--- src/common/bp_macros.svh ---
`ifndef BP_MACROS_SVH
`define BP_MACROS_SVH

// ======================================================================
// Predictor sizing
// ======================================================================

// Address and data path width
`define BP_XLEN 32

// Global history length in bits
`define BP_GHR_SIZE 8

// Entries in each of gshare, bimodal and choice tables
`define BP_PHT_SIZE 256

// Direct-mapped BTB entries
`define BP_BTB_SIZE 64

// ======================================================================
// RV32 major opcodes seen by the predictor
// ======================================================================
`define BP_OP_BRANCH 7'b1100011
`define BP_OP_JAL 7'b1101111

`endif

--- src/common/bp_pkg.sv ---
`default_nettype none

`include "bp_macros.svh"

package bp_pkg;

  // ======================================================================
  // Basic scalar types
  // ======================================================================
  typedef logic [`BP_XLEN-1:0] addr_t;

  // Speculative and committed history share this type
  typedef logic [`BP_GHR_SIZE-1:0] ghr_t;

  // 2-bit saturating counter, MSB is the taken vote
  typedef logic [1:0] ctr_t;

  // Reset value for every counter
  // For the choice table this also means "prefer gshare"
  localparam ctr_t CTR_WEAK_TAKEN = 2'b10;

  // Kind of speculation carried with a prediction
  typedef enum logic [1:0] {
    NO_SPEC = 2'b00,
    JUMP    = 2'b01,
    BRANCH  = 2'b10
  } spec_e;

  // ======================================================================
  // Bundles crossing module boundaries
  // ======================================================================

  // Fetch-side prediction
  typedef struct packed {
    addr_t pc;
    logic  taken;
    spec_e spectype;
  } bp_predict_t;

  // Execute-side feedback
  typedef struct packed {
    logic  valid;
    // Conditional branch that was predicted as BRANCH
    logic  is_cond;
    // Actual outcome
    logic  taken;
    logic  mispredict;
    addr_t pc;
    addr_t target;
  } bp_resolve_t;

  // Decoded control-flow info of the fetched word
  typedef struct packed {
    logic  is_jal;
    logic  is_branch;
    addr_t imm;
  } decode_t;

endpackage

`default_nettype wire

--- src/hw/btb.sv ---
`timescale 1ns/10ps
`default_nettype none

`include "bp_macros.svh"

// Direct-mapped, tagged BTB
// Index is PC[IDX_W+1:2], tag is everything above it
module btb (
  input  wire logic                clk_i,
  input  wire logic                rst_ni,
  input  wire logic                stall_i,
  input  wire bp_pkg::addr_t       pc_i,
  input  wire bp_pkg::bp_resolve_t resolve_i,
  output logic                     hit_o,
  output bp_pkg::addr_t            target_o
);

  localparam int IDX_W = $clog2(`BP_BTB_SIZE);
  localparam int TAG_W = `BP_XLEN - IDX_W - 2;

  logic             valid_q  [`BP_BTB_SIZE];
  logic [TAG_W-1:0] tag_q    [`BP_BTB_SIZE];
  bp_pkg::addr_t    target_q [`BP_BTB_SIZE];

  logic [IDX_W-1:0] rd_idx;
  logic [TAG_W-1:0] rd_tag;
  logic [IDX_W-1:0] wr_idx;
  logic [TAG_W-1:0] wr_tag;
  logic             wr_en;

  assign rd_idx = pc_i[IDX_W+1:2];
  assign rd_tag = pc_i[`BP_XLEN-1:IDX_W+2];
  assign wr_idx = resolve_i.pc[IDX_W+1:2];
  assign wr_tag = resolve_i.pc[`BP_XLEN-1:IDX_W+2];

  // Only conditional branches allocate
  assign wr_en = resolve_i.valid && resolve_i.is_cond && !stall_i;

  // Lookup
  assign hit_o    = valid_q[rd_idx] && (tag_q[rd_idx] == rd_tag);
  assign target_o = target_q[rd_idx];

  // Valid bits are the only state needing a clear
  always_ff @(posedge clk_i) begin
    if (!rst_ni) begin
      for (int i = 0; i < `BP_BTB_SIZE; i++) begin
        valid_q[i] <= 1'b0;
      end
    end else if (wr_en) begin
      valid_q[wr_idx] <= 1'b1;
    end
  end

  // Tag and target payload
  always_ff @(posedge clk_i) begin
    if (wr_en) begin
      tag_q[wr_idx]    <= wr_tag;
      target_q[wr_idx] <= resolve_i.target;
    end
  end

endmodule

`default_nettype wire

--- config.mk ---
export PLATFORM = sky130hd
export DESIGN_NAME = btb
export DESIGN_NICKNAME = d
export VERILOG_FILES = /design/src/common/bp_pkg.sv /design/src/hw/btb.sv
export VERILOG_INCLUDE_DIRS = /design/src /design/src/common
export SDC_FILE = /design/constraint.sdc
export NUM_CORES = 2
export LEC_CHECK = 0
export ABC_AREA = 1
export BUFFER_PORTS_ARGS = -buffer_cell sky130_fd_sc_hd__buf_4
export CAP_MARGIN = 10
export CORE_ASPECT_RATIO = 1.1
export CORE_UTILIZATION = 52
export CTS_CLUSTER_SIZE = 25
export DETAILED_ROUTE_END_ITERATION = 12
export PLACE_DENSITY = 0.78
export SLEW_MARGIN = 20
export SYNTH_ARGS = -nofsm -noshare
export SYNTH_HDL_FRONTEND = slang
export SYNTH_SLANG_ARGS = --single-unit
--- constraint.sdc ---
create_clock -name clk_i -period 12.6 [get_ports clk_i]
set_clock_uncertainty 0.15 [all_clocks]
set_input_delay 2.52 -clock clk_i [delete_from_list [all_inputs] [get_ports clk_i]]
set_output_delay 2.52 -clock clk_i [all_outputs]
set_load 0.01 [all_outputs]
=== Word level (Yosys, flattened, before mapping) ===
Memory sizes are Yosys's and may differ from the RTL's.
Index checks and enable logic that the tools add are counted.

* Mux-type cells: 8
* Reductions and logical operators: 5
* Equality and inequality tests: 1

{| class="wikitable"
|+ Operators by type and width
! cell !! count
|-
| $eq 24x24->1 || 1
|-
| $mux 1 || 7
|-
| $mux 6 || 1
|-
| $logic_and 1x1->1 || 3
|-
| $logic_not 1->1 || 1
|-
| $reduce_or 1->1 || 1
|}

* Memories: 3
* Input port bits: 103
* Register bits: 0
* Memory bits (writable): 3648

{| class="wikitable"
|+ Memories
! memory !! depth !! width !! rd ports !! clocked after Yosys merged registers in !! write ports !! RTL line !! RTL
|-
| target_q || 64 || 32 || 1 || 0 || 1 || btb.sv:23 || <nowiki>bp_pkg::addr_t target_q [`BP_BTB_SIZE];</nowiki>
|-
| tag_q || 64 || 24 || 1 || 0 || 1 || btb.sv:22 || <nowiki>logic [TAG_W-1:0] tag_q [`BP_BTB_SIZE];</nowiki>
|-
| valid_q || 64 || 1 || 1 || 0 || 64 || btb.sv:21 || <nowiki>logic valid_q [`BP_BTB_SIZE];</nowiki>
|}

=== Depth between registers and ports, before layout ===
* Word-level depth: 7
* Mapped depth: 21
* Gate-level depth less buffers: 18

=== Worst setup path before layout ===
OpenSTA, ideal clock, no wires.

* Path kind: input to output
* Start point: input pc_i[2]
* End point: output target_o[28]
* Buffers on the path: 6
* Stages: 13
* Slack: 5828 ps
* Data arrival time: 4102 ps
* Required time: 9930 ps
* Path through: buf_6 -> inv_4 -> buf_6 -> buf_6 -> buf_6 -> buf_6 -> buf_4 -> nor2_1 -> o22ai_1 -> nor2_1 -> o32ai_1 -> nor2_1 -> o22ai_1

* Longest elaborated chain between the ends: 1

{| class="wikitable"
|+ RTL lines
! what !! RTL line !! RTL
|-
| from (decl) || btb.sv:12 || <nowiki>input wire bp_pkg::addr_t pc_i,</nowiki>
|-
| $mem_v2 64x32 || - ||
|-
| to (decl) || btb.sv:15 || <nowiki>output bp_pkg::addr_t target_o</nowiki>
|}

Every way passes these cells.

=== Worst setup path after layout ===
* Start point: input pc_i[2]
* End point: output target_o[31]

Same word-level chain as after synthesis.

==> flow_summary.ini <==
[routing]
firstDrtPassIters = 8
drt_iter0_markers = 18586
vias = 99343
routedWlPerCell_um = 27.9
ant_nets = 0
via_per_inst = 6.55
routed_wl_um = 424000
drc_errors = 0

[yosys]
syn_area_per_cell_sq_um = 12.7
synth_fp_nets = 11453
synthTopCellsByArea = edfxtp_1 74%, nand3_1 5.3%, nand2_1 4.6%
synthAdderAreaFrac = 0
muxShareOfSynthArea = 0
synthCells = 11350
synth_compound_area_frac = 0.0758
synth_top_family_by_area = simple AND/OR/NAND/NOR gates
synth_xor_area_frac = 0
yosysTopAreaCell = edfxtp_1
synth_top_area_share = 0.745
synthSimpleGateAreaFrac = 0.140
synth_cell_types = 30
ys_warn_count = 0
ys_seq_area_frac = 0.754
syn_area_sq_mm = 0.144
ys_ff_latch = 3648

[sta]
slew_violations = 0
fin_crit_ns = 9.92
rsz0062_at_grt = no
fin_crit_sh = 0.787
worst_pin_slew_ns = 1.26
hold_viol_final = 0
setup_viol = 0
tns_ns = 0
fmax_ghz = 0.101
slew_headroom = 0.161

[cts]
cts_setup_buffers = 0
cts-root-buf = clkbuf_16
htree_levels = 5
clkLatencyLatePin_ns = 0.96
cts_tree = built
cts_buffers = 351
clockBufferDepth = 4
ctsResizeCount = 0
postCtsHoldBufs = 0
cts.clk_slew.worst_paths_ns = 0.06
cts_sinks = 3648

[setup_path]
cp-end-kind = output pin
ff2ff_path_depth = 2
cp_slowest_stage_delay_ns = 0.95
start_kind = input port
critPathTopFamily = buffers and inverters
crit_required_ns = 9.93
arrival_ns = 7.25
crit_chain = buf_12 -> buf_4 -> buf_4 -> o21ai_0 -> o22ai_1 -> o21ai_0 -> o22ai_1 -> nor2_1 -> o22ai_1 -> buf_4
critPathKind = input port to output pin
cp_slowest_cell = buf_4
cp_max_fo = 146
cp_num_buf_inv = 4
path_depth = 10

[die]
io_pins = 136
dieArea_sq_mm = 0.280
die_w_um = 505
core_area_sq_mm = 0.276
die_h_um = 555
rows = 202
initial_core_util = 0.524

[grt]
grt_usage = 0.293
antenna_found_initial = 30
grt_pass1_vias = 95151
grt_max_degree = 226
grt_pass1_wl_um = 605000
grt_overflow = 0

[outcome]
outcome = finished clean

[hold_path]
hold_class = flop to flop
hold_path_depth = 1

[placement]
place_hpwl_um = 204000
port-buffer-count = 129
place_congestion = 0.823

[final_layout]
nets = 11312
syn2layout_area_growth_pct = 10.3
final_cell_mix = 3584 x edfxtp_1, 1756 x nand2_1, 1537 x nand3_1
final_common_cell = edfxtp_1
layout-drive-gt1-share = 0.0737

[power]
irDropWorstVdd_mv = 0.142
cellLeakagePower_uw = 0.0522
pwr_density_cell_mw_per_mm2 = 157
power_uw = 25000

[job]
drv_cap = 0
[flip-flops by register name (all words and copies together), names as in the netlist]
signal	cells
target_q	2048
tag_q	1536
valid_q	64
[stage by stage]
step	utilization	cells	hold slack, ns	area, sq um	worst slack (ns)
floorplan	-	11350	0.291	144000	5.83
global placement	0.536	14516	0.296	148000	3.18
detailed placement	0.537	14518	0.303	148000	3.05
CTS	0.577	15138	0.317	159000	3.04
global route	0.578	15161	0.330	159000	2.50
finish	0.578	15174	0.315	159000	2.68
[per-layer routing]
layer	part of all wire	wire, um	global-route usage
met1	0.33	141000	0.378
met3	0.15	63700	0.0691
met2	0.45	193000	0.452
met4	0.061	25800	0.177
met5	0.00018	78	0
[synthesized netlist by cell type]
master,instances
a31oi_1,4
o21ai_0,1232
clkinv_1,1
o221ai_1,2
buf_1,45
edfxtp_1,3584
dfxtp_1,64
o211ai_1,4
o21ai_1,76
clkbuf_1,306
a21oi_1,6
inv_1,30
o22ai_1,632
nand3b_1,9
o21a_1,11
or2_2,1
buf_4,142
buf_2,262
nor3_1,7
clkbuf_2,2
nand2_1,1756
nand4_1,4
inv_2,3
buf_6,45
o32ai_1,30
a21o_1,1
inv_4,1
nand3_1,1537
or2_1,4
nor2_1,1549
[worst reg2reg max path: stages, from the launching register on]
cell and delay [ns]:
dfxtp_1 0.31, nor2_1 0.13, nor2_1 0.07
[cell type report]
| cell class | count | area [sq um] |
|---|---|---|
| Fill cell | 20039 | 116000 |
| Sequential cell | 3648 | 109000 |
| Multi-Input combinational cell | 6865 | 31700 |
| Clock buffer | 434 | 9350 |
| Tap cell | 3672 | 4590 |
| Timing Repair Buffer | 308 | 2820 |
| Clock inverter | 186 | 1680 |
| Inverter | 35 | 178 |
| Antenna cell | 26 | 65.1 |
[final timing paths]
kind,from,endpoint,slack [ns]
max,pc_i[2],target_o[31],2.68
min,valid_q[63],valid_q[63],0.31
max reg2reg,valid_q[46],valid_q[46],11.79
min reg2reg,valid_q[63],valid_q[63],0.31
[power by group]
| part | total [uW] | internal [uW] | leakage [uW] | switching [uW] |
|---|---|---|---|---|
| Sequential | 13300 | 13300 | 0.0327 | 6.49 |
| Clock | 10300 | 5880 | 0.00538 | 4400 |
| Combinational | 1390 | 347 | 0.0141 | 1040 |
[kinds of logic after synthesis]
logic type,Yosys count
and+or+nand+nor,4867
DFF,3648
AOI/OAI and AO/OA,1998
buffers and inverters,837
(Power assumes the default switching activity.)
