### src/common/bp_macros.svh
`ifndef BP_MACROS_SVH
`define BP_MACROS_SVH

// ======================================================================
// Predictor sizing
// ======================================================================

// Address and data path width
`define BP_XLEN 32

// Global history length in bits
`define BP_GHR_SIZE 8

// Entries in each of gshare, bimodal and choice tables
`define BP_PHT_SIZE 256

// Direct-mapped BTB entries
`define BP_BTB_SIZE 64

// ======================================================================
// RV32 major opcodes seen by the predictor
// ======================================================================
`define BP_OP_BRANCH 7'b1100011
`define BP_OP_JAL 7'b1101111

`endif

### src/common/bp_pkg.sv
`default_nettype none

`include "bp_macros.svh"

package bp_pkg;

  // ======================================================================
  // Basic scalar types
  // ======================================================================
  typedef logic [`BP_XLEN-1:0] addr_t;

  // Speculative and committed history share this type
  typedef logic [`BP_GHR_SIZE-1:0] ghr_t;

  // 2-bit saturating counter, MSB is the taken vote
  typedef logic [1:0] ctr_t;

  // Reset value for every counter
  // For the choice table this also means "prefer gshare"
  localparam ctr_t CTR_WEAK_TAKEN = 2'b10;

  // Kind of speculation carried with a prediction
  typedef enum logic [1:0] {
    NO_SPEC = 2'b00,
    JUMP    = 2'b01,
    BRANCH  = 2'b10
  } spec_e;

  // ======================================================================
  // Bundles crossing module boundaries
  // ======================================================================

  // Fetch-side prediction
  typedef struct packed {
    addr_t pc;
    logic  taken;
    spec_e spectype;
  } bp_predict_t;

  // Execute-side feedback
  typedef struct packed {
    logic  valid;
    // Conditional branch that was predicted as BRANCH
    logic  is_cond;
    // Actual outcome
    logic  taken;
    logic  mispredict;
    addr_t pc;
    addr_t target;
  } bp_resolve_t;

  // Decoded control-flow info of the fetched word
  typedef struct packed {
    logic  is_jal;
    logic  is_branch;
    addr_t imm;
  } decode_t;

endpackage

`default_nettype wire

### src/tournament/counter_table.sv
`timescale 1ns/10ps
`default_nettype none

// Array of 2-bit saturating counters
// One async read port, one read-modify-write update port
module counter_table #(
  parameter int DEPTH = 256
) (
  input  wire logic                       clk_i,
  input  wire logic                       rst_ni,
  input  wire logic [$clog2(DEPTH)-1:0]   rd_idx_i,
  output bp_pkg::ctr_t                    rd_ctr_o,
  input  wire logic                       upd_i,
  input  wire logic [$clog2(DEPTH)-1:0]   upd_idx_i,
  input  wire logic                       upd_taken_i,
  output bp_pkg::ctr_t                    upd_ctr_o
);

  bp_pkg::ctr_t ctr_q [DEPTH];
  bp_pkg::ctr_t upd_next;

  assign rd_ctr_o  = ctr_q[rd_idx_i];
  // Old value at the update slot, used by the choice trainer
  assign upd_ctr_o = ctr_q[upd_idx_i];

  // Saturating step toward the outcome
  always_comb begin
    upd_next = upd_ctr_o;
    if (upd_taken_i && (upd_ctr_o != 2'b11)) begin
      upd_next = upd_ctr_o + 2'd1;
    end else if (!upd_taken_i && (upd_ctr_o != 2'b00)) begin
      upd_next = upd_ctr_o - 2'd1;
    end
  end

  // Everything starts weakly taken
  always_ff @(posedge clk_i) begin
    if (!rst_ni) begin
      for (int i = 0; i < DEPTH; i++) begin
        ctr_q[i] <= bp_pkg::CTR_WEAK_TAKEN;
      end
    end else if (upd_i) begin
      ctr_q[upd_idx_i] <= upd_next;
    end
  end

endmodule

`default_nettype wire

### src/tournament/tournament_dir.sv
`timescale 1ns/10ps
`default_nettype none

`include "bp_macros.svh"

// Tournament direction predictor
// A choice table arbitrates between gshare (PC ^ history) and bimodal (PC)
module tournament_dir (
  input  wire logic                clk_i,
  input  wire logic                rst_ni,
  input  wire logic                stall_i,
  input  wire bp_pkg::addr_t       pc_i,
  input  wire logic                spec_shift_i,
  input  wire logic                spec_dir_i,
  input  wire bp_pkg::bp_resolve_t resolve_i,
  output logic                     taken_o
);

  localparam int IDX_W = $clog2(`BP_PHT_SIZE);

  // ======================================================================
  // History registers and indices
  // ======================================================================
  bp_pkg::ghr_t     ghr_spec_q;
  bp_pkg::ghr_t     ghr_commit_q;
  logic [IDX_W-1:0] rd_pc_idx;
  logic [IDX_W-1:0] rd_gs_idx;
  logic [IDX_W-1:0] wr_pc_idx;
  logic [IDX_W-1:0] wr_gs_idx;
  logic             upd;
  logic             mispredict;

  bp_pkg::ctr_t     gs_rd_ctr;
  bp_pkg::ctr_t     bm_rd_ctr;
  bp_pkg::ctr_t     ch_rd_ctr;
  bp_pkg::ctr_t     gs_old_ctr;
  bp_pkg::ctr_t     bm_old_ctr;
  logic             ch_upd;
  logic             ch_toward_gs;

  // Lookups use the speculative history and training the committed one
  assign rd_pc_idx = pc_i[IDX_W+1:2];
  assign rd_gs_idx = rd_pc_idx ^ IDX_W'(ghr_spec_q);
  assign wr_pc_idx = resolve_i.pc[IDX_W+1:2];
  assign wr_gs_idx = wr_pc_idx ^ IDX_W'(ghr_commit_q);

  // Stall freezes all training
  assign upd        = resolve_i.valid && resolve_i.is_cond && !stall_i;
  assign mispredict = resolve_i.valid && resolve_i.mispredict;

  // Choice trains only on disagreement and moves toward the one that was right
  assign ch_upd       = upd && (gs_old_ctr[1] != bm_old_ctr[1]);
  assign ch_toward_gs = (gs_old_ctr[1] == resolve_i.taken);

  // Choice MSB set selects gshare
  assign taken_o = ch_rd_ctr[1] ? gs_rd_ctr[1] : bm_rd_ctr[1];

  // ======================================================================
  // Counter tables
  // ======================================================================
  counter_table #(.DEPTH(`BP_PHT_SIZE)) u_gshare (
    .clk_i       (clk_i),
    .rst_ni      (rst_ni),
    .rd_idx_i    (rd_gs_idx),
    .rd_ctr_o    (gs_rd_ctr),
    .upd_i       (upd),
    .upd_idx_i   (wr_gs_idx),
    .upd_taken_i (resolve_i.taken),
    .upd_ctr_o   (gs_old_ctr)
  );

  counter_table #(.DEPTH(`BP_PHT_SIZE)) u_bimodal (
    .clk_i       (clk_i),
    .rst_ni      (rst_ni),
    .rd_idx_i    (rd_pc_idx),
    .rd_ctr_o    (bm_rd_ctr),
    .upd_i       (upd),
    .upd_idx_i   (wr_pc_idx),
    .upd_taken_i (resolve_i.taken),
    .upd_ctr_o   (bm_old_ctr)
  );

  // Choice counter "taken" direction means toward gshare
  counter_table #(.DEPTH(`BP_PHT_SIZE)) u_choice (
    .clk_i       (clk_i),
    .rst_ni      (rst_ni),
    .rd_idx_i    (rd_pc_idx),
    .rd_ctr_o    (ch_rd_ctr),
    .upd_i       (ch_upd),
    .upd_idx_i   (wr_pc_idx),
    .upd_taken_i (ch_toward_gs),
    .upd_ctr_o   ()
  );

  // ======================================================================
  // History update
  // ======================================================================
  always_ff @(posedge clk_i) begin
    if (!rst_ni) begin
      ghr_commit_q <= '0;
      ghr_spec_q   <= '0;
    end else if (!stall_i) begin
      if (upd) begin
        ghr_commit_q <= {ghr_commit_q[`BP_GHR_SIZE-2:0], resolve_i.taken};
      end
      // Repair wins over the speculative shift
      if (mispredict) begin
        ghr_spec_q <= {ghr_commit_q[`BP_GHR_SIZE-2:0], resolve_i.taken};
      end else if (spec_shift_i) begin
        ghr_spec_q <= {ghr_spec_q[`BP_GHR_SIZE-2:0], spec_dir_i};
      end
    end
  end

endmodule

`default_nettype wire

### config.mk
export PLATFORM = sky130hd
export DESIGN_NAME = tournament_dir
export DESIGN_NICKNAME = d
export VERILOG_FILES = /design/src/common/bp_pkg.sv /design/src/tournament/counter_table.sv /design/src/tournament/tournament_dir.sv
export VERILOG_INCLUDE_DIRS = /design/src /design/src/common
export SDC_FILE = /design/constraint.sdc
export NUM_CORES = 2
export LEC_CHECK = 0
export BUFFER_PORTS_ARGS = -buffer_cell sky130_fd_sc_hd__buf_2
export CAP_MARGIN = 10
export CORE_MARGIN = 3
export CORE_UTILIZATION = 45
export CTS_CLUSTER_SIZE = 12
export DETAILED_ROUTE_END_ITERATION = 10
export PLACE_DENSITY = 0.62
export SYNTH_ARGS = -nofsm -noshare
export SYNTH_HDL_FRONTEND = slang
export SYNTH_SLANG_ARGS = --single-unit
### constraint.sdc
create_clock -name clk_i -period 13.23 [get_ports clk_i]
set_clock_uncertainty 0.15 [all_clocks]
set_input_delay 2.646 -clock clk_i [delete_from_list [all_inputs] [get_ports clk_i]]
set_output_delay 2.646 -clock clk_i [all_outputs]
set_load 0.005 [all_outputs]
======== Word level (Yosys, flattened, before mapping) ========
Memory sizes are Yosys's and may differ from the RTL's.
Index checks and enable logic that the tools add are counted.
storage, ports and cells
  logic and storage cells ................. 66
  memory bits (writable) .................. 1536
  memories kept ........................... 3
  bits in registers ....................... 16
  bits of input ports ..................... 105
  output and inout port bits .............. 1
cells by class
  reduce and logical (&&, ||, !) cells .... 22
  $add $sub $neg .......................... 6
  mux-type cells .......................... 25
  equal/unequal tests ..................... 5
  bitwise operators ....................... 3
memories
  memory           words  width  read ports  clocked after Yosys merged registers in  write ports  RTL line             text
  u_bimodal.ctr_q  256    2      2           0                                        256          counter_table.sv:19  bp_pkg::ctr_t ctr_q [DEPTH];
  u_choice.ctr_q   256    2      2           0                                        256          counter_table.sv:19
  u_gshare.ctr_q   256    2      2           0                                        256          counter_table.sv:19
operator list
  cell                                                                 count
  8-bit 2-to-1 mux                                                     5
  2-bit 2-to-1 mux                                                     9
  8-bit bitwise XOR                                                    2
  1-bit 2-to-1 mux                                                     11
  1-bit logical AND                                                    10
  2-bit nonzero test                                                   4
  2-bit by 1-bit adder with 2-bit output (second input constant)       3
  2-bit != test (second input constant)                                3
  2-bit OR reduction                                                   3
  2-bit by 1-bit subtractor with 2-bit output (second input constant)  3
  2-bit AND reduction                                                  2
  1-bit logical NOT                                                    3
  1-bit equality test                                                  1
  1-bit != test                                                        1
  1-bit NOT                                                            1

======== Depth between registers and ports, before layout ========
An unclocked memory read counts as a cell.
  depth in word-level cells ............... 9
  gate-level depth with buffers ........... 21
  mapped depth without buffers ............ 14

======== By module ========
A second synthesis with hierarchy kept.
second synthesis, totals
  cells, all modules ...................... 7227
  area total of the unflattened synthesis .. 90784.6 um2
by module, submodules not included
  module                     times used  area an instance (um2)  cells an instance  seq. area each (um2)
  counter_table (u_gshare)   1           30553.1                 2436               15374.7
  counter_table (u_bimodal)  1           30235.2                 2303               15374.7
  counter_table (u_choice)   1           29109.2                 2402               15374.7
  tournament_dir             1           887.1                   86                 320.3

======== Least setup slack after synthesis ========
No wires, ideal clock.
  path kind ............................... input -> output
  start ................................... input port pc_i[2]
  end ..................................... output port taken_o
  data required time ...................... 10434 ps
  buffers on the path ..................... 4
  stages on the path ...................... 11
  slack ................................... 4230 ps
  arrival ................................. 6204 ps
  cells stage by stage .................... clkbuf_1 -> buf_1 -> clkbuf_1 -> buf_1 -> mux4_2 -> mux4_2 -> mux4_2 -> a211oi_1 -> a21oi_1 -> nor2_1 -> a41oi_1
between the ends
  longest elaborated chain between the ends .. 3
  elaborated cells between the ends (all ways) .. 5
  classes of those cells .................. mux: 1; bitwise: 1; memory: 3
RTL lines
  element             RTL line              text
  start, declared     tournament_dir.sv:12  input wire bp_pkg::addr_t pc_i,
  8-bit bitwise XOR   tournament_dir.sv:43  assign rd_gs_idx = rd_pc_idx ^ IDX_W'(ghr_spec_q);
  memory 256 x 2 bit  n/a
  1-bit 2-to-1 mux *  tournament_dir.sv:56  assign taken_o = ch_rd_ctr[1] ? gs_rd_ctr[1] : bm_rd_ctr[1];
  end, declared       tournament_dir.sv:16  output logic taken_o
Every way passes the cells marked *; elsewhere a longest branch is shown, timed or not.

======== Worst setup path in the final report ========
  start ................................... input port pc_i[4]
  end ..................................... output port taken_o
The elaborated chain is that of the path after synthesis.

==> out/results.tsv <==
stage	metric	value	unit
outcome	status	finished, final reports clean	
worst_setup_path	reg2reg end	u_choice.ctr_q[66][1]$_SDFFCE_PN1P_	
final_layout	final instance area	87300	µm²
cts	CTS Hold Bufs	0	
worst_setup_path	CP Launch Type	input pin	
worst_setup_path	Arr. time, crit path	7.11	ns
power_and_ir_drop	P_leak	24.8	nW
final_layout	FF+latch area	46400	µm²
logic_synthesis	syn_area_per_cell	12.9	µm²
worst_setup_path	crit-path cells	buf_4, buf_4, xnor2_1, buf_4, nor2_1, a22oi_1, a21oi_1, nor3_1, or4_1, a41oi_1, buf_2	
worst_setup_path	CP Capture Type	primary output	
floorplan	Rows	154	
sta	Final min period	9.91	ns
sta	Slew @ Worst Pin	1.40	ns
floorplan	Starting Density	45.5	%
floorplan	Die X	429	µm
worst_setup_path	CP Max Fanout	22	
route	DR vias	56300	
final_layout	nets@finish	5962	
final_layout	Layout fillers	15100	
cts	# resized after CTS	0	
final_layout	most frequent cells in the layout	edfxtp_1 (1,536), nand2_1 (892), mux4_2 (655)	
final_layout	most common cell after layout, fill and taps aside	edfxtp_1	
power_and_ir_drop	pwr/cell area	133	nW/µm²
logic_synthesis	Simple-Gate Fraction of Synth Area	13.6	%
final_layout	final core occ	49.4	%
cts	root buf cell	clkbuf_16	
cts	Clock Tree Buf Depth	3	
cts	# Post-CTS Setup Buffers	0	
worst_setup_path	Slowest-stage cell, CP	nor2_1	
power_and_ir_drop	Max VDD drop	212	µV
logic_synthesis	Synth Cell Area	80500	µm²
floorplan	Die Ht	429	µm
logic_synthesis	Syn Nets	6355	
flow_run	max cap viols	0	
logic_synthesis	EDFF count, synth	1536	
floorplan	CORE AREA	177000	µm²
logic_synthesis	mux share of post-synthesis cell area	19.4	%
worst_hold_path	Hold/Removal Path Class	register to register	
placed_design	DP HPWL	151	mm
logic_synthesis	Unique masters post-synth	64	
sta	total negative slack	0	ns
cts	Clock Pin Slew Worst Setup and Hold Paths	0.06	ns
final_layout	area of the multi-input gates	31100	µm²
route	Residual DRC	0	
route	violation count after the first detailed-route iteration	8347	
worst_setup_path	WS Path Type	input pin to primary output	
sta	setup repair after global routing missed its margin	false	
worst_hold_path	end of the worst hold path	ghr_spec_q[7]$_SDFFE_PN0P_	
logic_synthesis	post-synthesis xor/xnor area fraction	0.381	%
logic_synthesis	FFs w/ async S/R, synth	0	%
worst_setup_path	R2R Setup Slk	5.83	ns
route	Post-Route WL	252	mm
sta	Pins Over Slew Limit	0	
cts	CTS tree	yes	
logic_synthesis	Syn Inst Count	6243	
sta	Setup-failing EPs final	0	
placed_design	Post-DP Area	82100	µm²
placed_design	RD Place Congestion	0.911	
worst_hold_path	worst hold path depth	2	
cts	TritonCTS buffer count	170	
cts	CTS Sinks	1552	
placed_design	DP Worst Slack	3.02	ns
global_route	grt total ovfl	0	
logic_synthesis	largest family of logic cells by synthesized area	multiplexers	
route	Final ANT Viol Nets	0	
logic_synthesis	post-synthesis sequential area ratio	57.7	%
final_layout	area grow syn2layout	8.53	%
sta	relative slew slack	6.64	%
global_route	initial antenna violation count	11	
route	drt first pass iters	6	
floorplan	Top Ports	106	
cts	Skew-Pair Late Insertion Delay	0.84	ns
final_layout	layout cells sized above 1	19.2	%
logic_synthesis	Synth warnings	0	
worst_hold_path	hold_sp	ghr_spec_q[6]$_SDFFE_PN0P_	
logic_synthesis	Top FF cell, synth	edfxtp_1	
worst_setup_path	most used cell, CP	buf_4	
placed_design	I/O Buffers	25	
global_route	vias in the first global route	54400	
worst_setup_path	launching point of the worst reg2reg path	ghr_commit_q[0]$_SDFFE_PN0P_	
route	WL per Instance	30.2	µm
worst_setup_path	r2r worst-path depth	16	
worst_setup_path	critical path required time	10.43	ns
sta	setup ws final	3.32	ns
logic_synthesis	Seq cells post-synth	1552	
route	mean number of vias per cell	6.76	
logic_synthesis	Post-Synth Adder-Cell Area	0.109	%
sta	fin crit share	74.9	%
worst_setup_path	Critical Path Max Stage Delay	1.08	ns
global_route	GRT Total Usage	27.0	%
floorplan	Die Area	184000	µm²
cts	H-Tree Depth	4	
sta	final hold viol count	0	
global_route	first-pass GRT wire length	368	mm
power_and_ir_drop	post-route total power	0.0116	W
global_route	pin count of the biggest net entering global routing	214	
logic_synthesis	post-synthesis compound-gate area fraction	4.57	%
sta	fmax	101	MHz
-- worst max path at each step --
stage,startpoint,end,cells after the start
after global placement,resolve_i[34],u_choice.ctr_q[44][1]$_SDFFCE_PN1P_,16
final,pc_i[4],taken_o,11
after floorplan,pc_i[2],taken_o,11
after detailed placement,resolve_i[34],u_bimodal.ctr_q[90][0]$_SDFFCE_PN0P_,16
after CTS,pc_i[2],taken_o,9
after global routing,pc_i[2],taken_o,9
-- cells by family after synthesis --
group	after synthesis
adder cells (fa/ha/maj)	7
AO/OA/AOI/OAI	661
flip-flops	1552
buffers and inverters	765
XOR/XNOR	35
AND/OR/NAND/NOR	2482
multiplexers	741
-- per-layer routing --
metal / vias to the layer above / share of wire [%] / wire [µm] / global-route usage [%]
met1: 28700 / 37 / 93500 / 37.0
li1: 23200 / - / - / -
met4: 2 / 4.4 / 11200 / 11.2
met2: 3779 / 46 / 116000 / 41.2
met5: - / 0.0052 / 13 / 0
met3: 630 / 12 / 31000 / 6.77
-- per-stage QoR --
step,cells,hold WS (ns)
6_report,8335,0.373
5_1_grt,8332,0.393
4_1_cts,8324,0.380
3_5_place_dp,8015,0.373
3_3_place_gp,8015,0.368
2_1_floorplan,6243,0.333
-- cell usage after synthesis, types with 39 or more instances --
cell         n  share of area, %
nand4_1    264               2.1
mux2i_1     79              0.98
buf_2       93              0.58
nand2_1    892               4.2
mux4_2     655                18
clkbuf_1   545               2.5
buf_1       39              0.18
buf_4       56              0.52
o21ai_0    521               3.2
a22oi_1     41              0.38
nand3_1    300               1.9
nor3_1     286               1.8
nor2_1     661               3.1
edfxtp_1  1536                57
-- critical path: cells and delay by family --
| kind | cells | cell delay [ns] |
|---|---|---|
| compound gates | 3 | 1.07 |
| xor+xnor | 1 | 0.12 |
| simple gates | 3 | 1.70 |
| buf+inv | 4 | 1.50 |
-- power breakdown --
part	switching [W]	leakage, nW	internal [W]
registers	0.0000337	13.5	0.00548
logic	0.00126	8.76	0.000363
clock network	0.00202	2.53	0.00249
-- cell type report --
cell class,count,share of cell area (%)
Clock inverter,107,0.871
Antenna cell,8,0.0229
Timing Repair Buffer,192,1.86
Inverter,8,0.0344
Clock buffer,202,5.03
Sequential cell,1552,53.2
Multi-Input combinational cell,3926,35.6
Tap cell,2340,3.35
-- state kept, by name (all words and copies together) (netlist names) --
name and count:
u_bimodal.ctr_q 512, u_choice.ctr_q 512, u_gshare.ctr_q 512, ghr_commit_q 8, ghr_spec_q 8
(Power assumes the default switching activity.)
