### config.mk
export PLATFORM = sky130hd
export DESIGN_NAME = bp_decode
export DESIGN_NICKNAME = d
export VERILOG_FILES = /design/src/common/bp_pkg.sv /design/src/hw/bp_decode.sv
export VERILOG_INCLUDE_DIRS = /design/src /design/src/common
export SDC_FILE = /design/constraint.sdc
export NUM_CORES = 1
export LEC_CHECK = 0
export BUFFER_PORTS_ARGS = -buffer_cell sky130_fd_sc_hd__buf_2
export CAP_MARGIN = 30
export CORE_UTILIZATION = 37
export DETAILED_ROUTE_END_ITERATION = 10
export PLACE_DENSITY = 0.95
export SLEW_MARGIN = 10
export SYNTH_ARGS = -nofsm -noshare
export SYNTH_HDL_FRONTEND = slang
export SYNTH_SLANG_ARGS = --single-unit
### constraint.sdc
create_clock -name vclk -period 4.77
set_clock_uncertainty 0.1 [all_clocks]
set_input_delay 0.2385 -clock vclk [all_inputs]
set_output_delay 0.2385 -clock vclk [all_outputs]
set_load 0.005 [all_outputs]
### src/common/bp_macros.svh
`ifndef BP_MACROS_SVH
`define BP_MACROS_SVH

// ======================================================================
// Predictor sizing
// ======================================================================

// Address and data path width
`define BP_XLEN 32

// Global history length in bits
`define BP_GHR_SIZE 8

// Entries in each of gshare, bimodal and choice tables
`define BP_PHT_SIZE 256

// Direct-mapped BTB entries
`define BP_BTB_SIZE 64

// ======================================================================
// RV32 major opcodes seen by the predictor
// ======================================================================
`define BP_OP_BRANCH 7'b1100011
`define BP_OP_JAL 7'b1101111

`endif

### src/common/bp_pkg.sv
`default_nettype none

`include "bp_macros.svh"

package bp_pkg;

  // ======================================================================
  // Basic scalar types
  // ======================================================================
  typedef logic [`BP_XLEN-1:0] addr_t;

  // Speculative and committed history share this type
  typedef logic [`BP_GHR_SIZE-1:0] ghr_t;

  // 2-bit saturating counter, MSB is the taken vote
  typedef logic [1:0] ctr_t;

  // Reset value for every counter
  // For the choice table this also means "prefer gshare"
  localparam ctr_t CTR_WEAK_TAKEN = 2'b10;

  // Kind of speculation carried with a prediction
  typedef enum logic [1:0] {
    NO_SPEC = 2'b00,
    JUMP    = 2'b01,
    BRANCH  = 2'b10
  } spec_e;

  // ======================================================================
  // Bundles crossing module boundaries
  // ======================================================================

  // Fetch-side prediction
  typedef struct packed {
    addr_t pc;
    logic  taken;
    spec_e spectype;
  } bp_predict_t;

  // Execute-side feedback
  typedef struct packed {
    logic  valid;
    // Conditional branch that was predicted as BRANCH
    logic  is_cond;
    // Actual outcome
    logic  taken;
    logic  mispredict;
    addr_t pc;
    addr_t target;
  } bp_resolve_t;

  // Decoded control-flow info of the fetched word
  typedef struct packed {
    logic  is_jal;
    logic  is_branch;
    addr_t imm;
  } decode_t;

endpackage

`default_nettype wire

### src/hw/bp_decode.sv
`timescale 1ns/10ps
`default_nettype none

`include "bp_macros.svh"

// Light pre-decode of the fetched word
// Only JAL and conditional branches matter here, JALR falls through
module bp_decode (
  input  wire logic [31:0]     inst_i,
  output bp_pkg::decode_t      dec_o
);

  logic [6:0] opcode;
  logic       is_jal;
  logic       is_branch;

  assign opcode    = inst_i[6:0];
  assign is_jal    = (opcode == `BP_OP_JAL);
  assign is_branch = (opcode == `BP_OP_BRANCH);

  // ======================================================================
  // Immediate extraction
  // ======================================================================
  always_comb begin
    dec_o.is_jal    = is_jal;
    dec_o.is_branch = is_branch;
    dec_o.imm       = '0;

    if (is_branch) begin
      // B-type, sign at bit 31, bit 0 always zero
      dec_o.imm = {{(`BP_XLEN-12){inst_i[31]}},
                   inst_i[7],
                   inst_i[30:25],
                   inst_i[11:8],
                   1'b0};
    end else if (is_jal) begin
      // J-type, 21-bit scrambled offset
      dec_o.imm = {{(`BP_XLEN-20){inst_i[31]}},
                   inst_i[19:12],
                   inst_i[20],
                   inst_i[30:21],
                   1'b0};
    end
    // Anything else keeps a zero immediate
  end

endmodule

`default_nettype wire

# Word-level counts from Yosys, hierarchy flattened

Cells that the tools add are included.

Bits in read-only memories: 0
Bits in latches: 0
Output and inout port bits: 34
Memories: 0
Logic and storage cells: 4
Bits in registers: 0
Bits in writable memories: 0

$mul: 0
Reductions and logical operators: 0
Magnitude comparators: 0
Muxes and demuxes: 2
Add/subtract/negate cells: 0
Divide/modulo/power cells: 0
Equality and inequality tests: 2
Bitwise gates (word level): 0
Shifts and indexed selects: 0

Operator list:

| operator                                   | count |
|---|---|
| 32-bit two-way mux                         | 2 |
| 7-bit equality test, second input constant | 2 |

# Logic depth before layout (Yosys ltp)

Gate-level depths: netlist (run 1).

Word-level depth: 3
Gate-level depth with buffers: 5
Mapped depth without buffers: 2

# Least setup slack after synthesis (run 1)

No wires, ideal clock.

Path kind: input to output
Start: input port inst_i[2]
End: output port dec_o[21] (netlist bit)
Data arrival time: 1,830 ps
Required time: 4,431 ps
Buffers on the path: 2
Stages on the path: 4
Slack: 2,602 ps
Cell sequence: buf_4 -> xor2_1 -> nor4_1 -> buf_4

RTL lines:

| element            | RTL line        | text |
|---|---|---|
| start: declaration | bp_decode.sv:9  | `input wire logic [31:0] inst_i,` |
| end: declaration   | bp_decode.sv:10 | `output bp_pkg::decode_t dec_o` |

==> impl_metrics.env, run 1 <==
export IMPL_ir_drop_mv=0.0270
export IMPL_seq_cells=0
export IMPL_finalSetupTns_ns=0
export IMPL_synth_compound_area_share_pct=28.5
export IMPL_synth_xor_area_share_pct=1.64
export IMPL_vias=675
export IMPL_post_cts_resized=0
export IMPL_avgSynthCellArea_um2=7.14
export IMPL_drc=0
export IMPL_p_int_uw=15.4
export IMPL_cap_viol_max_count=0
export IMPL_num_antenna_cells=0
export IMPL_synthDistinctLibCells=16
export IMPL_drv_slew=0
export IMPL_syn2layout_area_growth_pct=36.4
export IMPL_crit_fanout=22
export IMPL_synth_top_family_by_area="buffers and inverters"
export IMPL_die_h_um=40.0
export IMPL_p_per_area_nw_per_um2=48.3
export IMPL_max_freq_mhz=555
export IMPL_end_kind="primary output"
export IMPL_drive_gt1_share_pct=67.2
export IMPL_whs_ns=0.664
export IMPL_switchingPower_uw=19.9
export IMPL_cts_hold_buf=0
export IMPL_gp_congestion=0.622
export IMPL_routed_wl_um=1480
export IMPL_crit_chain="buf_2 -> xor2_1 -> nor4_1 -> buf_2 -> buf_2"
export IMPL_post_route_period_util_pct=37.8
export IMPL_post_drt_via_cell_ratio=5.04
export IMPL_drt_initial_drc_count=4
export IMPL_start_util_pct=40.6
export IMPL_coreArea_um2=1320
export IMPL_die_w_um=40.0
export IMPL_p_sw_share_pct=56.3
export IMPL_synth_nets=107
export IMPL_grt_overflow=0
export IMPL_hold_viol=0
export IMPL_p_seq_share_pct=0
export IMPL_clkPwrFrac_pct=0
export IMPL_start_kind="primary input"
export IMPL_seq_area_frac_synth_pct=0
export IMPL_cp_arrival_ns=1.46
export IMPL_synth_fa_ha_area_share_pct=0
export IMPL_dp_hpwl_um=1190
export IMPL_final_antenna_net_count=0
export IMPL_mappedNetlistArea_um2=536
export IMPL_power_total_uw=35.3
export IMPL_seq_area_um2=0
export IMPL_post_cts_buffers=0
export IMPL_fin_nets=153
export IMPL_post_place_cells=134
export IMPL_most_common_layout_cells="buf_2, nand3_1, a211oi_2"
export IMPL_period_minus_slack_ns=1.80
export IMPL_dr_pass1_iters=3
export IMPL_nClkBuffers=0
export IMPL_status="finished, final reports clean"
export IMPL_wl_per_cell_um=11.0
export IMPL_final_common_cell="buf_2"
export IMPL_final_util_pct=55.5
export IMPL_die_area_um2=1600
export IMPL_synthMuxAreaShare_pct=0
export IMPL_grt_setup_unrepaired="no"
export IMPL_power_frac_comb_pct=100.0
export IMPL_grt_max_degree=23
export IMPL_ys_warn_count=0
export IMPL_crit_required_ns=4.43
export IMPL_cp_slowest_cell="nor4_1"
export IMPL_max_stage_delay_ns=0.32
export IMPL_first_global_vias=439
export IMPL_setup_violations=0
export IMPL_grt_antenna_before_repair=0
export IMPL_finalNonFillerCells=134
export IMPL_port_buffers=65
export IMPL_critPathKind="primary input to primary output"
export IMPL_fp_row_count=13
export IMPL_path_common_cell="buf_2"
export IMPL_io_pins=66
export IMPL_grt_usage_pct=16.1
export IMPL_syn_inst=75
export IMPL_hold_path_class="primary input to primary output"
export IMPL_synth_simple_area_share_pct=34.1
export IMPL_grt_pass1_wl_um=1850
export IMPL_leakagePower_nw=0.407
[cell usage after synthesis]
| library cell | count | area share (%) |
|---|---|---|
| nand3_1 | 13 | 12 |
| a211oi_1 | 2 | 2.8 |
| conb_1 | 1 | 0.70 |
| xor2_1 | 1 | 1.6 |
| buf_4 | 15 | 21 |
| or3b_1 | 4 | 6.5 |
| nor4_1 | 8 | 9.3 |
| a211oi_2 | 11 | 26 |
| nand2_1 | 1 | 0.70 |
| or3b_2 | 2 | 3.3 |
| buf_2 | 3 | 2.8 |
| buf_1 | 3 | 2.1 |
| buf_6 | 2 | 4.2 |
| nand4_1 | 1 | 1.2 |
| nor3_1 | 1 | 0.93 |
| inv_1 | 7 | 4.9 |
[power by group through the flow]
stage	combinational [mW]	clock [mW]	sequential [mW]
3_3_place_gp	0.0343	0	0
6_report	0.0353	0	0
3_5_place_dp	0.0355	0	0
2_1_floorplan	0.0227	0	0
5_1_grt	0.0394	0	0
4_1_cts	0.0356	0	0
[per-layer routing]
layer	GRT usage, %	part of all wire (%)	vias up
li1	-	-	347
met1	17.2	37	293
met2	35.5	54	35
met3	0	8.3	0
met4	0	0	0
met5	0	0	-
[cell type report]
cell class | count | area [µm²]
fillers | 131 | 587
inverters | 7 | 26.3
multi-input cells | 45 | 348
well taps | 15 | 18.8
repair buffers | 67 | 338
[through the flow]
step	worst slack (ns)	area, µm²
floorplan	2.60	536
global placement	2.58	726
detailed placement	2.95	731
CTS	2.94	731
global route	2.83	731
finish	2.97	731
[critical path, delay by kind of cell]
family                 cells  cell delay, ns
XOR/XNOR                   1            0.23
buffers and inverters      3            0.67
AND/OR/NAND/NOR            1            0.32
[worst paths after layout]
| check | from | to | cells past startpoint |
|---|---|---|---|
| hold / removal | inst_i[30] | dec_o[10] | 4 |
| setup / recovery | inst_i[2] | dec_o[22] | 5 |
[cells by family (layout without fill, tap and decap cells)]
| family | after synthesis | after routing |
|---|---|---|
| AND/OR/NAND/NOR | 30 | 30 |
| buffers and inverters | 30 | 74 |
| AO/OA/AOI/OAI | 13 | 13 |
| other | 1 | 1 |
| XOR/XNOR | 1 | 1 |
No activity file was read; power rests on OpenSTA's default activity.
==> run 2, diff against run 1 <==
- CORE_UTILIZATION: 37 -> 31
- PLACE_DENSITY: 0.95 -> 0.9
- clock period: 4.77 -> 1.5 ns (I/O delays scaled with it)
==> run 2 against run 1 <==
Effect of this change:
- the flow now finishes with violations (DRC)
- clock-buffer cell count unchanged
- first-iteration DRC count is 50% higher
- design area rose by 5.5%
- wire length grew 1.6%
- setup slack lost 2.9 ns
- highest routed layer unchanged
==> impl_metrics.env, run 2 (synthesized netlist as in run 1, its figures left out) <==
export IMPL_status="finished, violations left"
export IMPL_violations="DRC"
export IMPL_dp_slack_ns=0.0944
export IMPL_post_cts_buffers=0
export IMPL_p_seq_share_pct=0
export IMPL_grt_setup_unrepaired="no"
export IMPL_grt_pass1_wl_um=2310
export IMPL_p_per_area_nw_per_um2=162
export IMPL_most_common_layout_cells="buf_2, nand3_1, a211oi_2"
export IMPL_post_cts_resized=0
export IMPL_fin_nets=157
export IMPL_leakagePower_nw=0.426
export IMPL_crit_chain="buf_2 -> or3b_1 -> a211oi_2 -> buf_2"
export IMPL_fp_row_count=14
export IMPL_start_kind="primary input"
export IMPL_grt_usage_pct=15.0
export IMPL_nClkBuffers=0
export IMPL_design_area_um2=771
export IMPL_dp_hpwl_um=1330
export IMPL_end_kind="primary output"
export IMPL_coreArea_um2=1560
export IMPL_p_sw_share_pct=53.5
export IMPL_die_area_um2=1900
export IMPL_start_util_pct=34.3
export IMPL_cap_viol_max_count=0
export IMPL_drc=4
export IMPL_cts_hold_buf=0
export IMPL_num_antenna_cells=0
export IMPL_drv_slew=0
export IMPL_seq_cells=0
export IMPL_die_w_um=43.6
export IMPL_path_delay_family="simple AND/OR/NAND/NOR gates"
export IMPL_die_h_um=43.6
export IMPL_gp_congestion=0.679
export IMPL_critPathKind="primary input to primary output"
export IMPL_crit_fanout=11
export IMPL_syn2layout_area_growth_pct=43.9
export IMPL_max_freq_mhz=719
export IMPL_io_pins=66
export IMPL_hold_path_class="primary input to primary output"
export IMPL_seq_area_um2=0
export IMPL_path_common_cell="buf_2"
export IMPL_wl_per_cell_um=10.8
export IMPL_hold_viol=0
export IMPL_power_total_uw=125
export IMPL_crit_required_ns=1.32
export IMPL_switchingPower_uw=66.6
export IMPL_port_buffers=65
export IMPL_multi_input_area_um2=354
export IMPL_setup_violations=0
export IMPL_max_stage_delay_ns=0.58
export IMPL_drt_initial_drc_count=6
export IMPL_power_frac_comb_pct=100.0
export IMPL_p_int_uw=57.9
export IMPL_post_drt_via_cell_ratio=5.01
export IMPL_placed_area_um2=771
export IMPL_nFillCells=161
export IMPL_period_minus_slack_ns=1.39
export IMPL_critical_path_buf_inv_count=2
export IMPL_ir_drop_mv=0.0916
export IMPL_dr_pass1_iters=6
export IMPL_cp_arrival_ns=1.22
export IMPL_cp_slowest_cell="or3b_1"
export IMPL_routed_wl_um=1500
export IMPL_finalWorstSetupSlack_ns=0.109
export IMPL_clkPwrFrac_pct=0
export IMPL_final_common_cell="buf_2"
export IMPL_vias=696
export IMPL_grt_antenna_before_repair=0
export IMPL_final_antenna_net_count=0
export IMPL_grt_max_degree=22
export IMPL_post_route_period_util_pct=92.7
export IMPL_drive_gt1_share_pct=69.1
export IMPL_first_global_vias=572
export IMPL_finalSetupTns_ns=0
export IMPL_grt_overflow=0
## run 2: area by class of cell
cell class,instances,share of cell area (%)
timing repair buffer,71,48.1
multi-input combinational,45,45.9
inverter,7,3.41
tap,16,2.60
## run 2: worst paths after layout
path        from   endpoint  slack, ns  cells past startpoint
max    inst_i[3]  dec_o[17]       0.11                      4
min   inst_i[30]  dec_o[10]       0.34                      4
## run 2: tightest hold or removal path: cells and delay by family
kind	cells	cell delay [ns]
and+or+nand+nor	1	0.04
buffers and inverters	3	0.25
## run 2: power by group through the flow
stage / clock network, mW / registers [mW] / logic, mW
6_report: 0 / 0 / 0.125
5_1_grt: 0 / 0 / 0.138
4_1_cts: 0 / 0 / 0.126
3_5_place_dp: 0 / 0 / 0.126
3_3_place_gp: 0 / 0 / 0.121
2_1_floorplan: 0 / 0 / 0.0730
## run 2: routing by layer
metal	vias up	track usage (%)	wire [µm]
li1	355	-	-
met1	306	15.3	533
met2	35	34.3	860
met3	0	0	106
met4	0	0	0
met5	-	0	0
## run 2: per-stage QoR
| stage | util [%] | cells | hold slack [ns] |
|---|---|---|---|
| final | 49.4 | 139 | 0.336 |
| after floorplan | - | 75 | 0.0854 |
| after detailed placement | 49.4 | 139 | 0.338 |
| after global placement | 49.4 | 139 | 0.337 |
| after CTS | 49.4 | 139 | 0.340 |
| after global routing | 49.4 | 139 | 0.357 |
==> run 3, diff against run 2 <==
- ABC_AREA: unset -> 1
- CORE_UTILIZATION: 31 -> 29
- PLACE_DENSITY: 0.9 -> 0.91
==> run 3 against run 2 <==
Effect of this change:
- the run now ends clean
- hold slack is essentially flat
- final cell count grew 8.6%
- first-iteration DRC count shrank 50%
- sequential share of layout area is the same
- maximum frequency grew 35%
- largest cell class unchanged
- highest routed layer unchanged
==> impl_metrics.env, run 3 <==
export IMPL_start_kind="primary input"
export IMPL_hp_start="inst_i[9]"
export IMPL_synth_nets=116
export IMPL_post_cts_resized=0
export IMPL_start_util_pct=31.0
export IMPL_ir_drop_mv=0.0660
export IMPL_crit_fanout=12
export IMPL_critPathKind="primary input to primary output"
export IMPL_met1_usage_pct=16.8
export IMPL_synth_compound_area_share_pct=0
export IMPL_grt_max_degree=19
export IMPL_hold_viol=0
export IMPL_synth_xor_area_share_pct=0
export IMPL_gp_congestion=0.677
export IMPL_netlist_top_cells_area="nand3_1, buf_4, nand2_1"
export IMPL_max_stage_delay_ns=0.21
export IMPL_cts_hold_buf=0
export IMPL_grt_pass1_wl_um=2230
export IMPL_top_usage_layer="met2"
export IMPL_die_h_um=41.9
export IMPL_period_minus_slack_ns=1.03
export IMPL_synthDistinctLibCells=11
export IMPL_synth_common_cells="nand3_1, nand2_1, buf_4"
export IMPL_use_met2_pct=31.6
export IMPL_io_pins=66
export IMPL_die_area_um2=1760
export IMPL_most_common_layout_cells="buf_2, nand3_1, nand2_1"
export IMPL_vias=713
export IMPL_drv_slew=0
export IMPL_ys_warn_count=0
export IMPL_setup_violations=0
export IMPL_hold_path_class="primary input to primary output"
export IMPL_syn2layout_area_growth_pct=50.1
export IMPL_port_buffers=65
export IMPL_post_route_period_util_pct=68.8
export IMPL_synth_fa_ha_area_share_pct=0
export IMPL_drt_initial_drc_count=3
export IMPL_dp_hpwl_um=1090
export IMPL_worstHoldPathCells=4
export IMPL_synth_simple_area_share_pct=63.1
export IMPL_synth_top_family_by_area="simple AND/OR/NAND/NOR gates"
export IMPL_p_int_uw=43.1
export IMPL_drc=0
export IMPL_max_freq_mhz=969
export IMPL_first_global_vias=575
export IMPL_min_to="dec_o[2]"
export IMPL_avgSynthCellArea_um2=5.50
export IMPL_drive_gt1_share_pct=55.6
export IMPL_coreArea_um2=1490
export IMPL_wl_per_cell_um=8.55
export IMPL_leakagePower_nw=0.534
export IMPL_yosys_area_top_type="nand3_1"
export IMPL_clkPwrFrac_pct=0
export IMPL_num_antenna_cells=0
export IMPL_power_frac_comb_pct=100.0
export IMPL_met3_usage_pct=0.870
export IMPL_grt_usage_pct=15.0
export IMPL_crit_required_ns=1.32
export IMPL_final_antenna_net_count=0
export IMPL_post_drt_via_cell_ratio=4.72
export IMPL_finalSetupTns_ns=0
export IMPL_cp_slowest_cell="nand2_1"
export IMPL_switchingPower_uw=40.1
export IMPL_cp_arrival_ns=0.86
export IMPL_grt_setup_unrepaired="no"
export IMPL_p_per_area_nw_per_um2=120
export IMPL_seq_cells=0
export IMPL_mappedNetlistArea_um2=462
export IMPL_grt_overflow=0
export IMPL_p_sw_share_pct=48.2
export IMPL_seq_area_um2=0
export IMPL_design_area_um2=693
export IMPL_routed_wl_um=1290
export IMPL_die_w_um=41.9
export IMPL_fin_nets=169
export IMPL_dr_pass1_iters=5
export IMPL_nClkBuffers=0
export IMPL_yosysMostFrequentCell="nand3_1"
export IMPL_crit_chain="buf_2 -> nand2_1 -> nor2_2 -> nand3_1 -> nand2_1 -> buf_2"
export IMPL_status="finished, final reports clean"
export IMPL_synth_top_area_share_pct=33.6
export IMPL_syn_inst=84
export IMPL_grt_antenna_before_repair=0
export IMPL_placed_area_um2=693
export IMPL_p_seq_share_pct=0
export IMPL_final_common_cell="buf_2"
export IMPL_post_cts_buffers=0
export IMPL_end_kind="primary output"
export IMPL_synthMuxAreaShare_pct=0
export IMPL_cap_viol_max_count=0
export IMPL_fp_row_count=14
export IMPL_seq_area_frac_synth_pct=0
run 3: cell count changes after synthesis, sizes merged, moves of 3 or more:
| cell | previous run | this run |
|---|---|---|
| nand2 | 1 | 24 |
| inv | 7 | 2 |
| nor4 | 8 | 0 |
| buf | 23 | 20 |
| nor2 | 0 | 3 |
| or3b | 6 | 0 |
| a211oi | 13 | 0 |
| nand3 | 13 | 32 |
run 3: final cells by class:
class              instances  area, µm²
inverters                  2       7.51
fillers                  155        796
repair buffers            71        370
well taps                 16       20.0
multi-input cells         62        295
run 3: cell families (layout without fill, tap and decap cells):
group         after synthesis  after routing
other cells                 1              1
buf+inv                    22             73
simple gates               61             61
run 3: routing by layer:
layer / vias to the layer above / wire length (µm)
met5: - / 0
li1: 362 / -
met3: 0 / 158
met2: 50 / 625
met4: 0 / 0
met1: 301 / 507
run 3: through the flow:
stage | std cells | power, mW | setup WS [ns] | hold slack (ns) | util [%]
6_report | 151 | 0.0831 | 0.468 | 0.337 | 46.6
3_3_place_gp | 151 | 0.0812 | 0.498 | 0.336 | 46.6
3_5_place_dp | 151 | 0.0832 | 0.450 | 0.338 | 46.6
4_1_cts | 151 | 0.0835 | 0.450 | 0.340 | 46.6
5_1_grt | 151 | 0.0937 | 0.333 | 0.347 | 46.6
2_1_floorplan | 84 | 0.0380 | 0.405 | 0.159 | -
run 3: worst max-delay path by stage:
stage / startpoint / end / slack (ns) / cells past startpoint
floorplan: inst_i[6] / dec_o[21] / 0.40 / 5
global placement: inst_i[1] / dec_o[21] / 0.50 / 6
detailed placement: inst_i[1] / dec_o[30] / 0.45 / 6
CTS: inst_i[1] / dec_o[30] / 0.45 / 6
global route: inst_i[1] / dec_o[28] / 0.33 / 6
finish: inst_i[1] / dec_o[30] / 0.47 / 6
run 3: worst max-delay path, delay by kind of cell:
family                 cells  cell delay [ns]
and+or+nand+nor            4             0.54
buffers and inverters      2             0.23
run 3: power groups by stage:
stage	registers [mW]	logic (mW)	clock network, mW
global placement	0	0.0812	0
global route	0	0.0937	0
CTS	0	0.0835	0
detailed placement	0	0.0832	0
finish	0	0.0831	0
floorplan	0	0.0380	0
